<file path="src/cpu_pkg.sv">
package cpu_pkg;

  typedef logic [31:0] word_t;
  typedef logic [4:0]  reg_addr_t;

  // Major opcodes, MIPS numbering where one exists
  typedef enum logic [5:0] {
    OP_RTYPE = 6'h00,
    OP_BEQ   = 6'h04,
    OP_ADDI  = 6'h08,
    OP_LW    = 6'h23,
    OP_SB    = 6'h28,
    OP_HALT  = 6'h3f
  } opcode_e;

  typedef enum logic [5:0] {
    F_ADD = 6'h20,
    F_SUB = 6'h22,
    F_AND = 6'h24,
    F_OR  = 6'h25,
    F_XOR = 6'h26,
    F_SLT = 6'h2a
  } funct_e;

  // Register format
  typedef struct packed {
    opcode_e   opcode;
    reg_addr_t rs;
    reg_addr_t rt;
    reg_addr_t rd;
    logic [4:0] shamt;  // Not used by this subset
    funct_e    funct;
  } r_fmt_t;

  // Immediate format
  typedef struct packed {
    opcode_e     opcode;
    reg_addr_t   rs;
    reg_addr_t   rt;
    logic [15:0] imm;
  } i_fmt_t;

  typedef union packed {
    r_fmt_t r;
    i_fmt_t i;
  } instr_t;

  localparam word_t RESET_PC = 32'h0000_0000;

endpackage

</file>
<file path="src/reg_file.sv">
module reg_file (
  input  logic               clock,
  input  logic               arst_n,
  input  cpu_pkg::reg_addr_t rd_addr1,
  input  cpu_pkg::reg_addr_t rd_addr2,
  input  cpu_pkg::reg_addr_t wr_addr,
  input  logic               wr_en,
  input  cpu_pkg::word_t     wr_data,
  output cpu_pkg::word_t     rd_data1,
  output cpu_pkg::word_t     rd_data2
);
  import cpu_pkg::*;

  word_t regs [32];

  always_ff @(posedge clock or negedge arst_n) begin
    if (!arst_n) begin
      for (int i = 0; i < 32; i++) begin
        regs[i] <= '0;
      end
    end else if (wr_en && wr_addr != 5'd0) begin
      regs[wr_addr] <= wr_data;  // r0 stays zero
    end
  end

  // Combinational read ports
  assign rd_data1 = regs[rd_addr1];
  assign rd_data2 = regs[rd_addr2];

endmodule

</file>
<file path="config.mk">
export PLATFORM = sky130hd
export DESIGN_NAME = reg_file
export DESIGN_NICKNAME = d
export VERILOG_FILES = /design/src/cpu_pkg.sv /design/src/reg_file.sv
export SDC_FILE = /design/constraint.sdc
export NUM_CORES = 2
export LEC_CHECK = 0
export BUFFER_PORTS_ARGS = -buffer_cell sky130_fd_sc_hd__buf_2
export CAP_MARGIN = 0
export CORE_MARGIN = 5
export CORE_UTILIZATION = 71
export CTS_BUF_LIST = sky130_fd_sc_hd__clkbuf_4
export CTS_CLUSTER_DIAMETER = 200
export CTS_CLUSTER_SIZE = 30
export DETAILED_ROUTE_END_ITERATION = 6
export GPL_TIMING_DRIVEN = 0
export PLACE_DENSITY_LB_ADDON = 0.25
export SLEW_MARGIN = 20
export SYNTH_ARGS = -nofsm -noshare
export SYNTH_HDL_FRONTEND = slang
export SYNTH_SLANG_ARGS = --single-unit
</file>
<file path="constraint.sdc">
create_clock -name clock -period 2 [get_ports clock]
set_input_delay 0 -clock clock [delete_from_list [all_inputs] [get_ports clock]]
set_output_delay 0 -clock clock [all_outputs]
set_load 0.005 [all_outputs]
</file>
==> key figures <==
Outcome
  – Run status: complete, but fails checks
  – Failing checks: negative setup slack

Place
  – Hpwl dp: 144,000 µm
  – Number of port buffers: 111
  – Placed cell count: 5,770
  – Gpl congestion: 1.03

Clocking
  – Root Driver: clkbuf_4
  – CTS Buf Count: 40
  – H-tree depth: 2
  – Num Clock Sinks: 1,024
  – Clock latency on the worst-skew pair: 1.01 ns
  – CTS tree: built
  – CTS clk-pin slew, worst paths: 0.29 ns
  – Clk buf depth: 3

Worst hold path
  – Min-Delay Startpoint: wr_data[3]
  – Worst hold path type: in -> reg
  – Hold EP: regs[707]
  – WHS Path Cells: 4

Synthesis
  – Post-synth cell types: 28
  – Post-Syn Area: 55,900 µm²
  – Flops & latches, synth: 1,024
  – Synthesized area per cell: 12.2 µm²
  – YS warnings: 0
  – Synthesized net count: 4,651
  – Syn Inst Count: 4,601
  – Sequential fraction of the synthesis area: 45.8%

Cells and area
  – Nets@finish: 4,910
  – Most frequent cells in the layout: dfrtp_1, mux2i_1, mux2_2, buf_2, nand2_1
  – Largest registers: regs x1024
  – Share of cells above drive strength 1: 31.2%
  – Largest register FFs: 1,024
  – Final Non-Filler Cells: 5,919
  – Commonest non-fill, non-tap cell in the layout: dfrtp_1
  – Most flops, register: regs
  – Area Overhead vs Synth: 8.35%

GRT
  – Largest net degree at the start of global routing: 142
  – Total global-route track usage: 45.7%
  – First-pass GRT wire length: 284,000 µm
  – Initial antenna violation count: 10
  – Number of global-route vias before repair: 42,300
  – GRT overflow: 0

Floorplan
  – Io pins: 114
  – Core Footprint: 78,600 µm²
  – Placement Rows: 103
  – Die W: 291 µm
  – Die height: 291 µm
  – Die ar.: 84,500 µm²
  – Initial Utilization: 71.2%

Worst setup path
  – Reg2reg start: regs[31]
  – Slowest stage cell, crit path: clkdlybuf4s15_2
  – Worst-path cell chain: buf_2 > nor2_1 > buf_2 > buf_2 > clkdlybuf4s15_2 > a22oi_1 > nand3_1 > nand3_2 > buf_2
  – Reg-to-reg endpoint: regs[31]
  – Worst EP required: 2.00 ns
  – R2R Setup Slk: 0.65 ns
  – Worst setup path category: in -> out
  – Crit path DAT: 2.64 ns
  – CP peak stage delay: 0.62 ns
  – Critical path peak fanout: 10
  – Crit path capture type: primary output
  – Worst path most repeated cell: buf_2
  – Worst setup SP type: input pin
  – Reg2Reg Depth: 2

Pwr
  – P_leak: 0.0288 µW
  – Pwr/cell area: 795 nW/µm²
  – Peak VDD IR: 795 µV

Detailed routing
  – Antenna-violating nets left: 0
  – Drt total wl: 199,000 µm
  – DRC Markers: 0
  – DRT Pass-1 Iters: 6
  – Via density: 7.20
  – DR iter-0 viols: 5,654
  – Vias: 42,600
  – Drt wl/cell: 33.7 µm

STA
  – WHS: 0.216 ns
  – Slew Viols, Final: 0
  – Final WS setup: -0.644 ns
  – TNS Setup: -32.35 ns
  – Unrepaired setup endpoints after global routing: yes
  – Upper clock frequency limit: 0.378 GHz
  – Slew HR: 29.1%
  – Final hold viol count: 0
  – Fin crit share: 132%
  – Min cycle time layout: 2.64 ns
  – # setup viols final: 64
  – Slew @ Worst Pin: 1.06 ns
  – Clock skew: 0 ns

Flow run
  – Max-cap viol count: 0
==> power by group <==
part | total, µW | internal (µW) | switching [µW]
clock | 7280 | 964 | 6310
combinational | 13100 | 6360 | 6760
sequential | 27800 | 24600 | 3160
total | 48200 | 31900 | 16200
==> worst max-delay path, delay by kind of cell <==
kind | cells | cell delay, ns
AO/OA/AOI/OAI | 1 | 0.21
buffers and inverters | 5 | 1.83
AND/OR/NAND/NOR | 3 | 0.57
==> final cells by class <==
cell class | count | area [µm²]
Clock inverter | 1 | 30.0
Sequential cell | 1024 | 25600
Multi-Input combinational cell | 3104 | 28800
Tap cell | 1050 | 1310
Clock buffer | 41 | 308
Buffer | 473 | 2600
Timing Repair Buffer | 217 | 1950
Antenna cell | 9 | 22.5
Fill cell | 5231 | 18000
==> cells in the mapped netlist <==
| cell type | n | share of area (%) |
|---|---|---|
| dfrtp_1 | 1024 | 46 |
| mux2i_1 | 1024 | 18 |
| mux2_2 | 953 | 19 |
| clkbuf_1 | 224 | 1.5 |
| nand2_1 | 210 | 1.4 |
| nand3_1 | 194 | 1.7 |
| a21oi_1 | 192 | 1.7 |
| a22oi_1 | 192 | 2.6 |
| a22o_1 | 128 | 2.0 |
| buf_2 | 111 | 0.99 |
| nor3_1 | 65 | 0.58 |
| a31oi_1 | 64 | 0.72 |
| buf_4 | 64 | 0.86 |
| buf_6 | 48 | 0.97 |
| mux2_1 | 39 | 0.79 |
| buf_1 | 26 | 0.17 |
| nor2_4 | 16 | 0.32 |
| nand2b_1 | 4 | 0.045 |
| nand3b_1 | 4 | 0.054 |
| nor2b_1 | 4 | 0.045 |
| nor2_1 | 3 | 0.020 |
| nor3b_2 | 3 | 0.067 |
| or2_2 | 3 | 0.034 |
| and2_1 | 2 | 0.022 |
| and3_1 | 1 | 0.011 |
| and3b_1 | 1 | 0.016 |
| nor3b_1 | 1 | 0.013 |
| or3b_4 | 1 | 0.020 |
==> cell families after synthesis <==
group | count (synthesis) | share of synthesized area (%)
AO/OA/AOI/OAI | 576 | 7.01
buffers and inverters | 473 | 4.50
flip-flops | 1024 | 45.8
multiplexers | 2016 | 38.3
AND/OR/NAND/NOR | 512 | 4.39
==> how the worst max path moves through the flow <==
| stage | slack [ns] | depth (start not counted) | start | endpoint |
|---|---|---|---|---|
| after global placement | -21.02 | 1 | arst_n | regs[967] |
| final | -0.64 | 9 | rd_addr2[0] | rd_data2[28] |
| after global routing | -0.69 | 6 | regs[859] | rd_data1[27] |
| after CTS | -0.63 | 6 | regs[953] | rd_data2[25] |
| after floorplan | 0.75 | 4 | wr_addr[0] | regs[613] |
| after detailed placement | -0.85 | 9 | rd_addr1[2] | rd_data1[27] |
==> timing repair <==
| item | in CTS | in global routing |
|---|---|---|
| gates resized for setup | 169 | 61 |
| setup endpoints to repair | 64 | 334 |
| hold buffers | 90 | 0 |
| hold endpoints to repair | 1780 | 0 |
| setup buffers | 3 | 3 |
| cloned | 0 | 2 |
| pin swaps | 58 | 39 |
==> stage by stage <==
step                      util [%]  total power (µW)  area [µm²]  setup slack (ns)
after floorplan                  -             35700       55900             0.752
after global placement        73.5             39300       57800            -21.02
after detailed placement      73.9             40100       58100            -0.852
after CTS                     76.7             47400       60300            -0.631
after global routing          77.1             49900       60600            -0.693
final                         77.1             48200       60600            -0.644
==> metal layers <==
layer  wire (µm)  GRT usage [%]  up-vias
met5          57              0        -
met4       20000           35.5        8
met3       24400           14.3      767
met2       83300           64.3     2889
met1       71600           58.8    21600
li1            -              -    17400
(Power assumes the default switching activity.)
