**src/cpu_pkg.sv**
```systemverilog
package cpu_pkg;

  typedef logic [31:0] word_t;
  typedef logic [4:0]  reg_addr_t;

  // Major opcodes, MIPS numbering where one exists
  typedef enum logic [5:0] {
    OP_RTYPE = 6'h00,
    OP_BEQ   = 6'h04,
    OP_ADDI  = 6'h08,
    OP_LW    = 6'h23,
    OP_SB    = 6'h28,
    OP_HALT  = 6'h3f
  } opcode_e;

  typedef enum logic [5:0] {
    F_ADD = 6'h20,
    F_SUB = 6'h22,
    F_AND = 6'h24,
    F_OR  = 6'h25,
    F_XOR = 6'h26,
    F_SLT = 6'h2a
  } funct_e;

  // Register format
  typedef struct packed {
    opcode_e   opcode;
    reg_addr_t rs;
    reg_addr_t rt;
    reg_addr_t rd;
    logic [4:0] shamt;  // Not used by this subset
    funct_e    funct;
  } r_fmt_t;

  // Immediate format
  typedef struct packed {
    opcode_e     opcode;
    reg_addr_t   rs;
    reg_addr_t   rt;
    logic [15:0] imm;
  } i_fmt_t;

  typedef union packed {
    r_fmt_t r;
    i_fmt_t i;
  } instr_t;

  localparam word_t RESET_PC = 32'h0000_0000;

endpackage

```
**src/cpu_core.sv**
```systemverilog
module cpu_core (
  input  logic               clock,
  input  logic               arst_n,
  input  logic               start,
  output logic               halted,
  // Instruction fetch
  output cpu_pkg::word_t     imem_addr,
  output logic               imem_rd,
  input  cpu_pkg::word_t     imem_data,
  input  logic               imem_waitrequest,
  // Data access
  output cpu_pkg::word_t     dmem_addr,
  output logic               dmem_rd,
  output logic               dmem_wr,
  output logic [3:0]         dmem_wr_be,
  output cpu_pkg::word_t     dmem_wr_data,
  input  cpu_pkg::word_t     dmem_data,
  input  logic               dmem_waitrequest,
  // Register file
  output cpu_pkg::reg_addr_t rf_rd_addr1,
  output cpu_pkg::reg_addr_t rf_rd_addr2,
  output logic               rf_wr_en,
  output cpu_pkg::reg_addr_t rf_wr_addr,
  output cpu_pkg::word_t     rf_wr_data,
  input  cpu_pkg::word_t     rf_rd_data1,
  input  cpu_pkg::word_t     rf_rd_data2,
  output cpu_pkg::word_t     retire_pc
);
  import cpu_pkg::*;

  typedef enum logic [2:0] {
    S_IDLE,
    S_FETCH,
    S_DECODE,
    S_EXEC,
    S_MEM,
    S_WB,
    S_HALT
  } state_e;

  state_e state;
  word_t  pc;       // Address of the instruction in flight
  instr_t ir;
  word_t  op_a;
  word_t  op_b;
  word_t  result;   // ALU output, memory address or load data

  word_t  alu_out;
  word_t  imm_ext;
  word_t  pc_plus4;
  word_t  br_target;
  logic   is_rtype;
  logic   is_addi;
  logic   is_lw;
  logic   is_sb;
  logic   is_beq;
  logic   is_halt;

  // Opcode decode, immediate view
  assign is_rtype = (ir.i.opcode == OP_RTYPE);
  assign is_addi  = (ir.i.opcode == OP_ADDI);
  assign is_lw    = (ir.i.opcode == OP_LW);
  assign is_sb    = (ir.i.opcode == OP_SB);
  assign is_beq   = (ir.i.opcode == OP_BEQ);
  assign is_halt  = (ir.i.opcode == OP_HALT);

  assign imm_ext   = {{16{ir.i.imm[15]}}, ir.i.imm};
  assign pc_plus4  = pc + 32'd4;
  assign br_target = pc_plus4 + {imm_ext[29:0], 2'b00};  // Word offset

  always_comb begin
    alu_out = '0;
    if (is_rtype) begin
      case (ir.r.funct)
        F_ADD:   alu_out = op_a + op_b;
        F_SUB:   alu_out = op_a - op_b;
        F_AND:   alu_out = op_a & op_b;
        F_OR:    alu_out = op_a | op_b;
        F_XOR:   alu_out = op_a ^ op_b;
        F_SLT:   alu_out = {31'b0, $signed(op_a) < $signed(op_b)};
        default: alu_out = '0;
      endcase
    end else begin
      alu_out = op_a + imm_ext;  // addi result or lw/sb address
    end
  end

  // Sequencer and program counter
  always_ff @(posedge clock or negedge arst_n) begin
    if (!arst_n) begin
      state <= S_IDLE;
      pc    <= RESET_PC;
    end else begin
      case (state)
        S_IDLE: begin
          if (start) begin
            pc    <= RESET_PC;
            state <= S_FETCH;
          end
        end
        S_FETCH: begin
          if (!imem_waitrequest) state <= S_DECODE;
        end
        S_DECODE: state <= is_halt ? S_HALT : S_EXEC;
        S_EXEC: begin
          if (is_lw || is_sb) begin
            state <= S_MEM;
          end else if (is_rtype || is_addi) begin
            state <= S_WB;
          end else begin
            // beq, and unknown opcodes fall through as no-ops
            pc    <= (is_beq && op_a == op_b) ? br_target : pc_plus4;
            state <= S_FETCH;
          end
        end
        S_MEM: begin
          if (!dmem_waitrequest) begin
            if (is_lw) begin
              state <= S_WB;
            end else begin
              pc    <= pc_plus4;
              state <= S_FETCH;
            end
          end
        end
        S_WB: begin
          pc    <= pc_plus4;
          state <= S_FETCH;
        end
        S_HALT:  state <= S_HALT;  // Left only through reset
        default: state <= S_IDLE;
      endcase
    end
  end

  // Instruction and operand latches
  always_ff @(posedge clock) begin
    if (state == S_FETCH && !imem_waitrequest) ir <= imem_data;
    if (state == S_DECODE) begin
      op_a <= rf_rd_data1;
      op_b <= rf_rd_data2;
    end
    if (state == S_EXEC) result <= alu_out;
    if (state == S_MEM && is_lw && !dmem_waitrequest) result <= dmem_data;
  end

  assign imem_addr = pc;
  assign imem_rd   = (state == S_FETCH);

  assign dmem_addr    = result;
  assign dmem_rd      = (state == S_MEM) && is_lw;
  assign dmem_wr      = (state == S_MEM) && is_sb;
  assign dmem_wr_be   = 4'b0001 << result[1:0];  // Lane from low address bits
  assign dmem_wr_data = {4{op_b[7:0]}};

  assign rf_rd_addr1 = ir.i.rs;
  assign rf_rd_addr2 = ir.i.rt;
  assign rf_wr_en    = (state == S_WB);
  assign rf_wr_addr  = is_rtype ? ir.r.rd : ir.i.rt;
  assign rf_wr_data  = result;

  assign retire_pc = pc;
  assign halted    = (state == S_HALT);

endmodule

```
**config.mk**
```make
export PLATFORM = sky130hd
export DESIGN_NAME = cpu_core
export DESIGN_NICKNAME = d
export VERILOG_FILES = /design/src/cpu_pkg.sv /design/src/cpu_core.sv
export SDC_FILE = /design/constraint.sdc
export NUM_CORES = 1
export LEC_CHECK = 0
export BUFFER_PORTS_ARGS = -buffer_cell sky130_fd_sc_hd__buf_2
export CORE_ASPECT_RATIO = 1.4
export CORE_MARGIN = 2
export CORE_UTILIZATION = 57
export CTS_CLUSTER_SIZE = 10
export DETAILED_ROUTE_END_ITERATION = 8
export GPL_TIMING_DRIVEN = 0
export PLACE_DENSITY = 0.91
export SLEW_MARGIN = 25
export SYNTH_ARGS = -nofsm -noshare
export SYNTH_HDL_FRONTEND = slang
export SYNTH_SLANG_ARGS = --single-unit
```
**constraint.sdc**
```tcl
create_clock -name clock -period 5.2 [get_ports clock]
set_input_delay 1.3 -clock clock [delete_from_list [all_inputs] [get_ports clock]]
set_output_delay 1.3 -clock clock [all_outputs]
set_load 0.1 [all_outputs]
```
==> metrics.md, run 1 <==
| Metric | Value |
|---|---|
| Cell area after synthesis | `0.0159 mm²` |
| Ys Warns | `0` |
| Share of layout cells above drive strength 1 | `0.223` |
| Power per cell area | `608 mW/mm²` |
| CTS max path bufs | `2` |
| Top post-synthesis cells by area | `edfxtp_1 (24%), ha_1 (13%), buf_4 (5.2%)` |
| Critical Path RT | `3.90 ns` |
| Post-layout minimum cycle time | `4.97 ns` |
| Hold Fails Final Rpt | `0` |
| Vias in the first global route | `16000` |
| Reg2Reg Setup Slack | `0.23 ns` |
| Drt total wl | `59900 µm` |
| Area grow syn2layout | `17.4%` |
| Clk root buf | `clkbuf_16` |
| DRC viols | `0` |
| DRT iter0 DRCs | `1445` |
| Critical Path Start | `ir[26]$_DFFE_PP_` |
| Number of synthesized register bits | `161` |
| Syn Inst Count | `1901` |
| FFs w/ async S/R, synth | `0.205` |
| Die area | `0.0293 mm²` |
| Most common cell in the netlist | `ha_1` |
| Filler instances | `2345` |
| Die Span Y | `202 µm` |
| Rel. slew slack | `0.241` |
| Mux contribution to synthesized area | `0.0198` |
| Final setup vio count | `0` |
| CTS H-tree lvls | `4` |
| Fraction of synthesized cell area in xor and xnor cells | `0.0555` |
| Synth Flop Type | `edfxtp_1` |
| FP Rows | `72` |
| Clk_skew | `0.0133 ns` |
| Worst-margin pin slew | `1.13 ns` |
| Post-detail-place hpwl | `47200 µm` |
| Hold WC Path Type | `flop to flop` |
| Syn_area_per_cell | `8.39 µm²` |
| Critical Path Source Type | `flop` |
| Setup ws final | `0.228 ns` |
| Endpoint, Worst Hold | `imem_addr[16]$_DFFE_PN0P_` |
| Critical path type | `flop to output pin` |
| First-pass GRT wire length | `89100 µm` |
| Via count | `16600` |
| Post-synth top area share | `0.241` |
| Setup TNS | `0 ns` |
| Worst-skew pair later-pin latency | `0.48 ns` |
| CP endpoint kind | `output pin` |
| Hold Crit Start | `imem_addr[16]$_DFFE_PN0P_` |
| Post-synthesis sequential area ratio | `0.293` |
| Hold path depth | `2` |
| Nets@finish | `2543` |
| Final RePlAce weighted congestion | `1.10` |
| Max_cap viols | `0` |
| Wire per inst | `22.8 µm` |
| CTS Sinks | `161` |
| Number of nets still failing antenna checks after routing | `0` |
| FMAX | `201 MHz` |
| Crit Path Max Fanout | `10` |
| Outcome | `complete, no violations` |
| # diodes | `0` |
| Pre-CTS setup slack | `0.309 ns` |
| Initial antenna violation count | `0` |
| Leakage | `8.59 nW` |
| Tcrit/Tclk final | `0.956` |
| # port buffers | `312` |
| Via density | `6.31` |
| Post-CTS setup buffers | `0` |
| Post-Synth Simple-Gate Area | `0.160` |
| Die Wd | `145 µm` |
| Number of distinct library cells after synthesis | `87` |
| Initial Utilization | `0.578` |
| Worst R2R End | `imem_addr[31]$_DFFE_PN0P_` |
| Pins over their slew limit | `0` |
| CTS tree | `built` |
| Total CTS buffers | `17` |
| Reg2Reg Depth | `18` |
| Cell taking the most area after synthesis | `edfxtp_1` |
| EDFF count, synth | `128` |
| Reg2reg start | `imem_addr[4]$_DFFE_PN0P_` |
| Post-CTS Hold Buffers | `0` |
| Most frequent cells after synthesis | `ha_1 (163), nor2_1 (162), nand2_1 (156)` |
| Post-synthesis adder-cell area fraction | `0.133` |
| Compound-Gate Fraction of Synth Area | `0.234` |
| Main combinational cell family by area after synthesis | `compound AO/OA/AOI/OAI gates` |
| Total gr overflow | `0` |
| Core ar. | `0.0276 mm²` |
| I/O Pins | `317` |
| CTS clk-pin slew, worst paths | `0.07 ns` |
| RSZ-0062 raised after global routing | `false` |
| Crit path DAT | `3.67 ns` |
| VDD IR max | `0.545 mV` |
| Pin count of the biggest net entering global routing | `34` |
| Pre-Repair DR Iteration Count | `6` |
| GR Util All Layers | `0.396` |
## per-layer routing
layer | GRT usage | vias up | part of all wire
met5 | 0 | - | 0
li1 | - | 7463 | -
met3 | 0.0770 | 327 | 0.096
met4 | 0.293 | 0 | 0.083
met1 | 0.427 | 7661 | 0.34
met2 | 0.689 | 1107 | 0.48
## how the worst max path moves through the flow
stage                                 to
6_report                   rf_wr_addr[4]
5_1_grt        imem_addr[31]$_DFFE_PN0P_
4_1_cts                    rf_wr_addr[4]
3_3_place_gp          op_b[30]$_DFFE_PP_
3_5_place_dp     dmem_addr[24]$_DFFE_PP_
2_1_floorplan     dmem_addr[0]$_DFFE_PP_
## logic make-up after synthesis
group,count (synthesis)
flops,161
other cells,1
fa+ha+maj,167
buf+inv,333
simple gates,539
xor+xnor,101
compound gates,568
mux,31
## per-stage QoR
stage,utilization,hold slack [ns],total power [mW],instance area [µm²],instances
2_1_floorplan,-,0.607,8.18,16000,1904
3_3_place_gp,0.652,0.552,9.75,18000,2586
3_5_place_dp,0.657,0.588,9.90,18100,2594
4_1_cts,0.679,0.606,11.2,18700,2626
5_1_grt,0.679,0.648,11.8,18700,2626
6_report,0.679,0.606,11.4,18700,2626
## sequential cells by signal, indices dropped and copies added (netlist names)
signal / flops
op_a: 32
state: 3
imem_addr: 30
op_b: 32
dmem_addr: 32
ir: 32
## layout make-up
class | count | area (µm²) | share of cell area
sequential | 161 | 4670 | 0.249
timing repair buffer | 320 | 1680 | 0.0895
buffer | 189 | 1140 | 0.0607
multi-input combinational | 1410 | 9650 | 0.515
inverter | 144 | 541 | 0.0289
clock buffer | 17 | 425 | 0.0227
clock inverter | 15 | 169 | 0.00902
tap | 370 | 463 | 0.0247
## layout by cell type (no fill, tap or decap), drive strengths merged, types with 23 or more instances in the layout
cell | synthesis | layout
a21o | 41 | 41
a21oi | 141 | 141
a221oi | 24 | 24
a31oi | 30 | 30
buf | 122 | 442
clkbuf | 67 | 84
dfrtp | 33 | 33
edfxtp | 128 | 128
ha | 163 | 163
inv | 144 | 152
mux2i | 27 | 27
nand2 | 157 | 157
nand3 | 42 | 42
nor2 | 162 | 162
nor2b | 23 | 23
nor3 | 45 | 45
o21ai | 117 | 117
o22ai | 35 | 35
xnor2 | 75 | 75
xor2 | 26 | 26
## where the power goes
| part | total (mW) | leakage (nW) | switching, mW | internal, mW |
|---|---|---|---|---|
| Clock | 1.29 | 0.288 | 0.613 | 0.682 |
| Combinational | 7.90 | 6.69 | 5.74 | 2.17 |
| Sequential | 2.18 | 1.61 | 0.351 | 1.83 |
| Total | 11.4 | 8.59 | 6.70 | 4.68 |
## worst max-delay path, cell delays in order (launching register included)
cell	delay, ns
edfxtp_1	0.43
or2_1	0.29
nor4_2	0.66
nor2b_1	0.36
clkbuf_2	0.39
clkbuf_2	0.42
nand2_1	0.11
nand2_1	0.10
buf_2	0.43
## timing repair
item | in CTS | in global routing
resized for setup | 1 | 5
gates cloned | 0 | 0
endpoints found under the setup margin | 5 | 4
endpoints found under the hold margin | 0 | 0
No activity file was read; power rests on OpenSTA's default activity.
==> inputs of run 2 (changes only) <==
--- a/config.mk
+++ b/config.mk
@@ -6,6 +6,7 @@
 export NUM_CORES = 1
 export LEC_CHECK = 0
 export BUFFER_PORTS_ARGS = -buffer_cell sky130_fd_sc_hd__buf_2
+export CAP_MARGIN = 20
 export CORE_ASPECT_RATIO = 1.4
 export CORE_MARGIN = 2
 export CORE_UTILIZATION = 57
==> constraint.sdc (replaced) <==
create_clock -name clock -period 4.8 [get_ports clock]
set_input_delay 1.2 -clock clock [delete_from_list [all_inputs] [get_ports clock]]
set_output_delay 1.2 -clock clock [all_outputs]
set_load 0.1 [all_outputs]
==> run 2 against run 1 <==
Compared with the run above:
- combinational power increased by 8.6%
- count of clock-buffer cells in the layout unchanged
- hold slack improved by 0.0061 ns
- sequential share of layout area about the same
- flip-flop and latch count unchanged
- core utilization increased by 0.20 points
==> metrics.md, run 2 (synthesized netlist as in run 1, its figures left out) <==
| Metric | Value |
|---|---|
| Most common cell after layout, fill and taps aside | `buf_2 (unchanged)` |
| Total CTS buffers | `17 (unchanged)` |
| FP Rows | `72 (unchanged)` |
| Initial Utilization | `0.578 (unchanged)` |
| Vias in the first global route | `16300 (was 16000)` |
| Endpoint, Worst Hold | `imem_addr[16]$_DFFE_PN0P_ (unchanged)` |
| Post-detail-place hpwl | `47200 µm (about the same)` |
| Critical path type | `flop to flop (was flop to output pin)` |
| Max_cap viols | `0 (unchanged)` |
| Pins over their slew limit | `0 (unchanged)` |
| Number of nets still failing antenna checks after routing | `0 (unchanged)` |
| Final RePlAce weighted congestion | `1.10 (unchanged)` |
| CTS tree | `built (unchanged)` |
| Worst-margin pin slew | `1.09 ns (was 1.13 ns)` |
| Nets@finish | `2544 (was 2543)` |
| Share of layout cells above drive strength 1 | `0.230 (was 0.223)` |
| Reg2Reg Depth | `14 (was 18)` |
| CTS clk-pin slew, worst paths | `0.07 ns (about the same)` |
| Worst R2R End | `dmem_addr[20]$_DFFE_PP_ (was imem_addr[31]$_DFFE_PN0P_)` |
| CTS H-tree lvls | `4 (unchanged)` |
| Hold Worst Slack | `0.612 ns (was 0.606 ns)` |
| CTS Sinks | `161 (unchanged)` |
| Initial antenna violation count | `2 (was 0)` |
| Hold Crit Start | `imem_addr[16]$_DFFE_PN0P_ (unchanged)` |
| Rel. slew slack | `0.262 (was 0.241)` |
| Clk_skew | `0.0127 ns (was 0.0133 ns)` |
| Total gr overflow | `0 (unchanged)` |
| Crit Path Max Fanout | `3 (was 10)` |
| Via count | `16600 (about the same)` |
| GR Util All Layers | `0.398 (was 0.396)` |
| VDD IR max | `0.592 mV (was 0.545 mV)` |
| Drt total wl | `60100 µm (was 59900 µm)` |
| Pin count of the biggest net entering global routing | `34 (unchanged)` |
| Tcrit/Tclk final | `0.986` |
| Reg2Reg Setup Slack | `0.07 ns (was 0.23 ns)` |
| Critical Path Source Type | `flop (unchanged)` |
| FMAX | `211 MHz` |
| Final setup vio count | `0 (unchanged)` |
| Worst-skew pair later-pin latency | `0.47 ns (was 0.48 ns)` |
| I/O Pins | `317 (unchanged)` |
| Via density | `6.32 (was 6.31)` |
| CP endpoint kind | `flop (was output pin)` |
| Wire per inst | `22.9 µm (was 22.8 µm)` |
| Pre-Repair DR Iteration Count | `6 (unchanged)` |
| Outcome | `complete, no violations (unchanged)` |
| Reg2reg start | `op_a[0]$_DFFE_PP_ (was imem_addr[4]$_DFFE_PN0P_)` |
| Most frequent cells in the layout | `buf_2 (321), ha_1 (162), nor2_1 (161) (was buf_2 (321), ha_1 (163), nor2_1 (161))` |
| Tot Pwr | `12.4 mW (was 11.4 mW)` |
| Post-layout minimum cycle time | `4.73 ns` |
| Crit path DAT | `4.93 ns (was 3.67 ns)` |
| Leakage | `8.61 nW (was 8.59 nW)` |
| # port buffers | `312 (unchanged)` |
| Die area | `0.0293 mm² (unchanged)` |
| Die Wd | `145 µm (unchanged)` |
| Hold path depth | `2 (unchanged)` |
| Power per cell area | `658 mW/mm² (was 608 mW/mm²)` |
| Area grow syn2layout | `17.8% (was 17.4%)` |
| Critical Path RT | `5.00 ns (was 3.90 ns)` |
| CTS max path bufs | `2 (unchanged)` |
| Die Span Y | `202 µm (unchanged)` |
| First-pass GRT wire length | `89800 µm (was 89100 µm)` |
| Core ar. | `0.0276 mm² (unchanged)` |
| Hold Fails Final Rpt | `0 (unchanged)` |
| Hold WC Path Type | `flop to flop (unchanged)` |
| DRT iter0 DRCs | `1465 (was 1445)` |
| RSZ-0062 raised after global routing | `false (unchanged)` |
| DRC viols | `0 (unchanged)` |
| Clk root buf | `clkbuf_16 (unchanged)` |
[run 2: how the worst max path moves through the flow]
| stage | from | endpoint | slack (ns) | cells after the start |
|---|---|---|---|---|
| global placement | state[1]$_DFFE_PN0P_ | op_b[30]$_DFFE_PP_ | -0.69 | 4 |
| CTS | imem_addr[5]$_DFFE_PN0P_ | imem_addr[31]$_DFFE_PN0P_ | 0.06 | 18 |
| detailed placement | ir[1]$_DFFE_PP_ | dmem_addr[24]$_DFFE_PP_ | -0.09 | 14 |
| floorplan | state[1]$_DFFE_PN0P_ | dmem_addr[0]$_DFFE_PP_ | 0.06 | 7 |
| global route | imem_addr[2]$_DFFE_PN0P_ | imem_addr[31]$_DFFE_PN0P_ | 0.001 | 18 |
| finish | op_a[0]$_DFFE_PP_ | dmem_addr[20]$_DFFE_PP_ | 0.07 | 14 |
[run 2: report_power, final]
part	switching, mW	leakage (nW)	total, mW	internal [mW]
logic	6.23	6.71	8.58	2.35
clock network	0.664	0.288	1.40	0.739
registers	0.381	1.61	2.37	1.99
[run 2: layout make-up]
class / instances / area [µm²]
multi-input cells: 1410 / 9680
fillers: 2343 / 8780
flip-flops and latches: 161 / 4680
repair buffers: 322 / 1690
plain buffers: 188 / 1130
inverters: 144 / 541
well taps: 370 / 463
clock buffers: 17 / 425
clock inverters: 15 / 169
diodes: 1 / 2.50
[run 2: per-layer routing]
metal / part of all wire / track usage / vias up
met1: 0.34 / 0.422 / 7710
met4: 0.087 / 0.313 / 0
met3: 0.094 / 0.0752 / 326
met5: 0 / 0 / -
met2: 0.48 / 0.692 / 1098
li1: - / - / 7467
[run 2: worst max-delay path, cell delays in order (launching register included)]
cell and delay, ns:
edfxtp_1 0.43, inv_1 0.12, ha_1 0.18, inv_1 0.06
fa_1 0.40, nand2b_1 0.10, a221oi_1 0.08, o41ai_1 0.82
o21ai_1 0.19, o41ai_1 0.89, o211ai_1 0.19, o21ai_1 0.17
xnor2_1 0.13, a221oi_1 0.57, a21oi_1 0.14
[run 2: stage by stage]
stage | setup TNS, ns | worst slack [ns] | util | cells | area [µm²]
after global placement | -62.09 | -0.687 | 0.652 | 2586 | 18000
after CTS | 0 | 0.0551 | 0.679 | 2626 | 18700
after floorplan | 0 | 0.0645 | - | 1904 | 16000
after detailed placement | -0.0944 | -0.0944 | 0.657 | 2594 | 18100
final | 0 | 0.0685 | 0.681 | 2628 | 18800
after global routing | 0 | 0.00143 | 0.681 | 2627 | 18800
[run 2: what timing repair did]
item,in CTS,in global routing
hold buffers,0,0
gates cloned,0,0
endpoints found under the setup margin,9,10
resized for setup,4,17
setup buffers,0,2
pin swaps,0,0
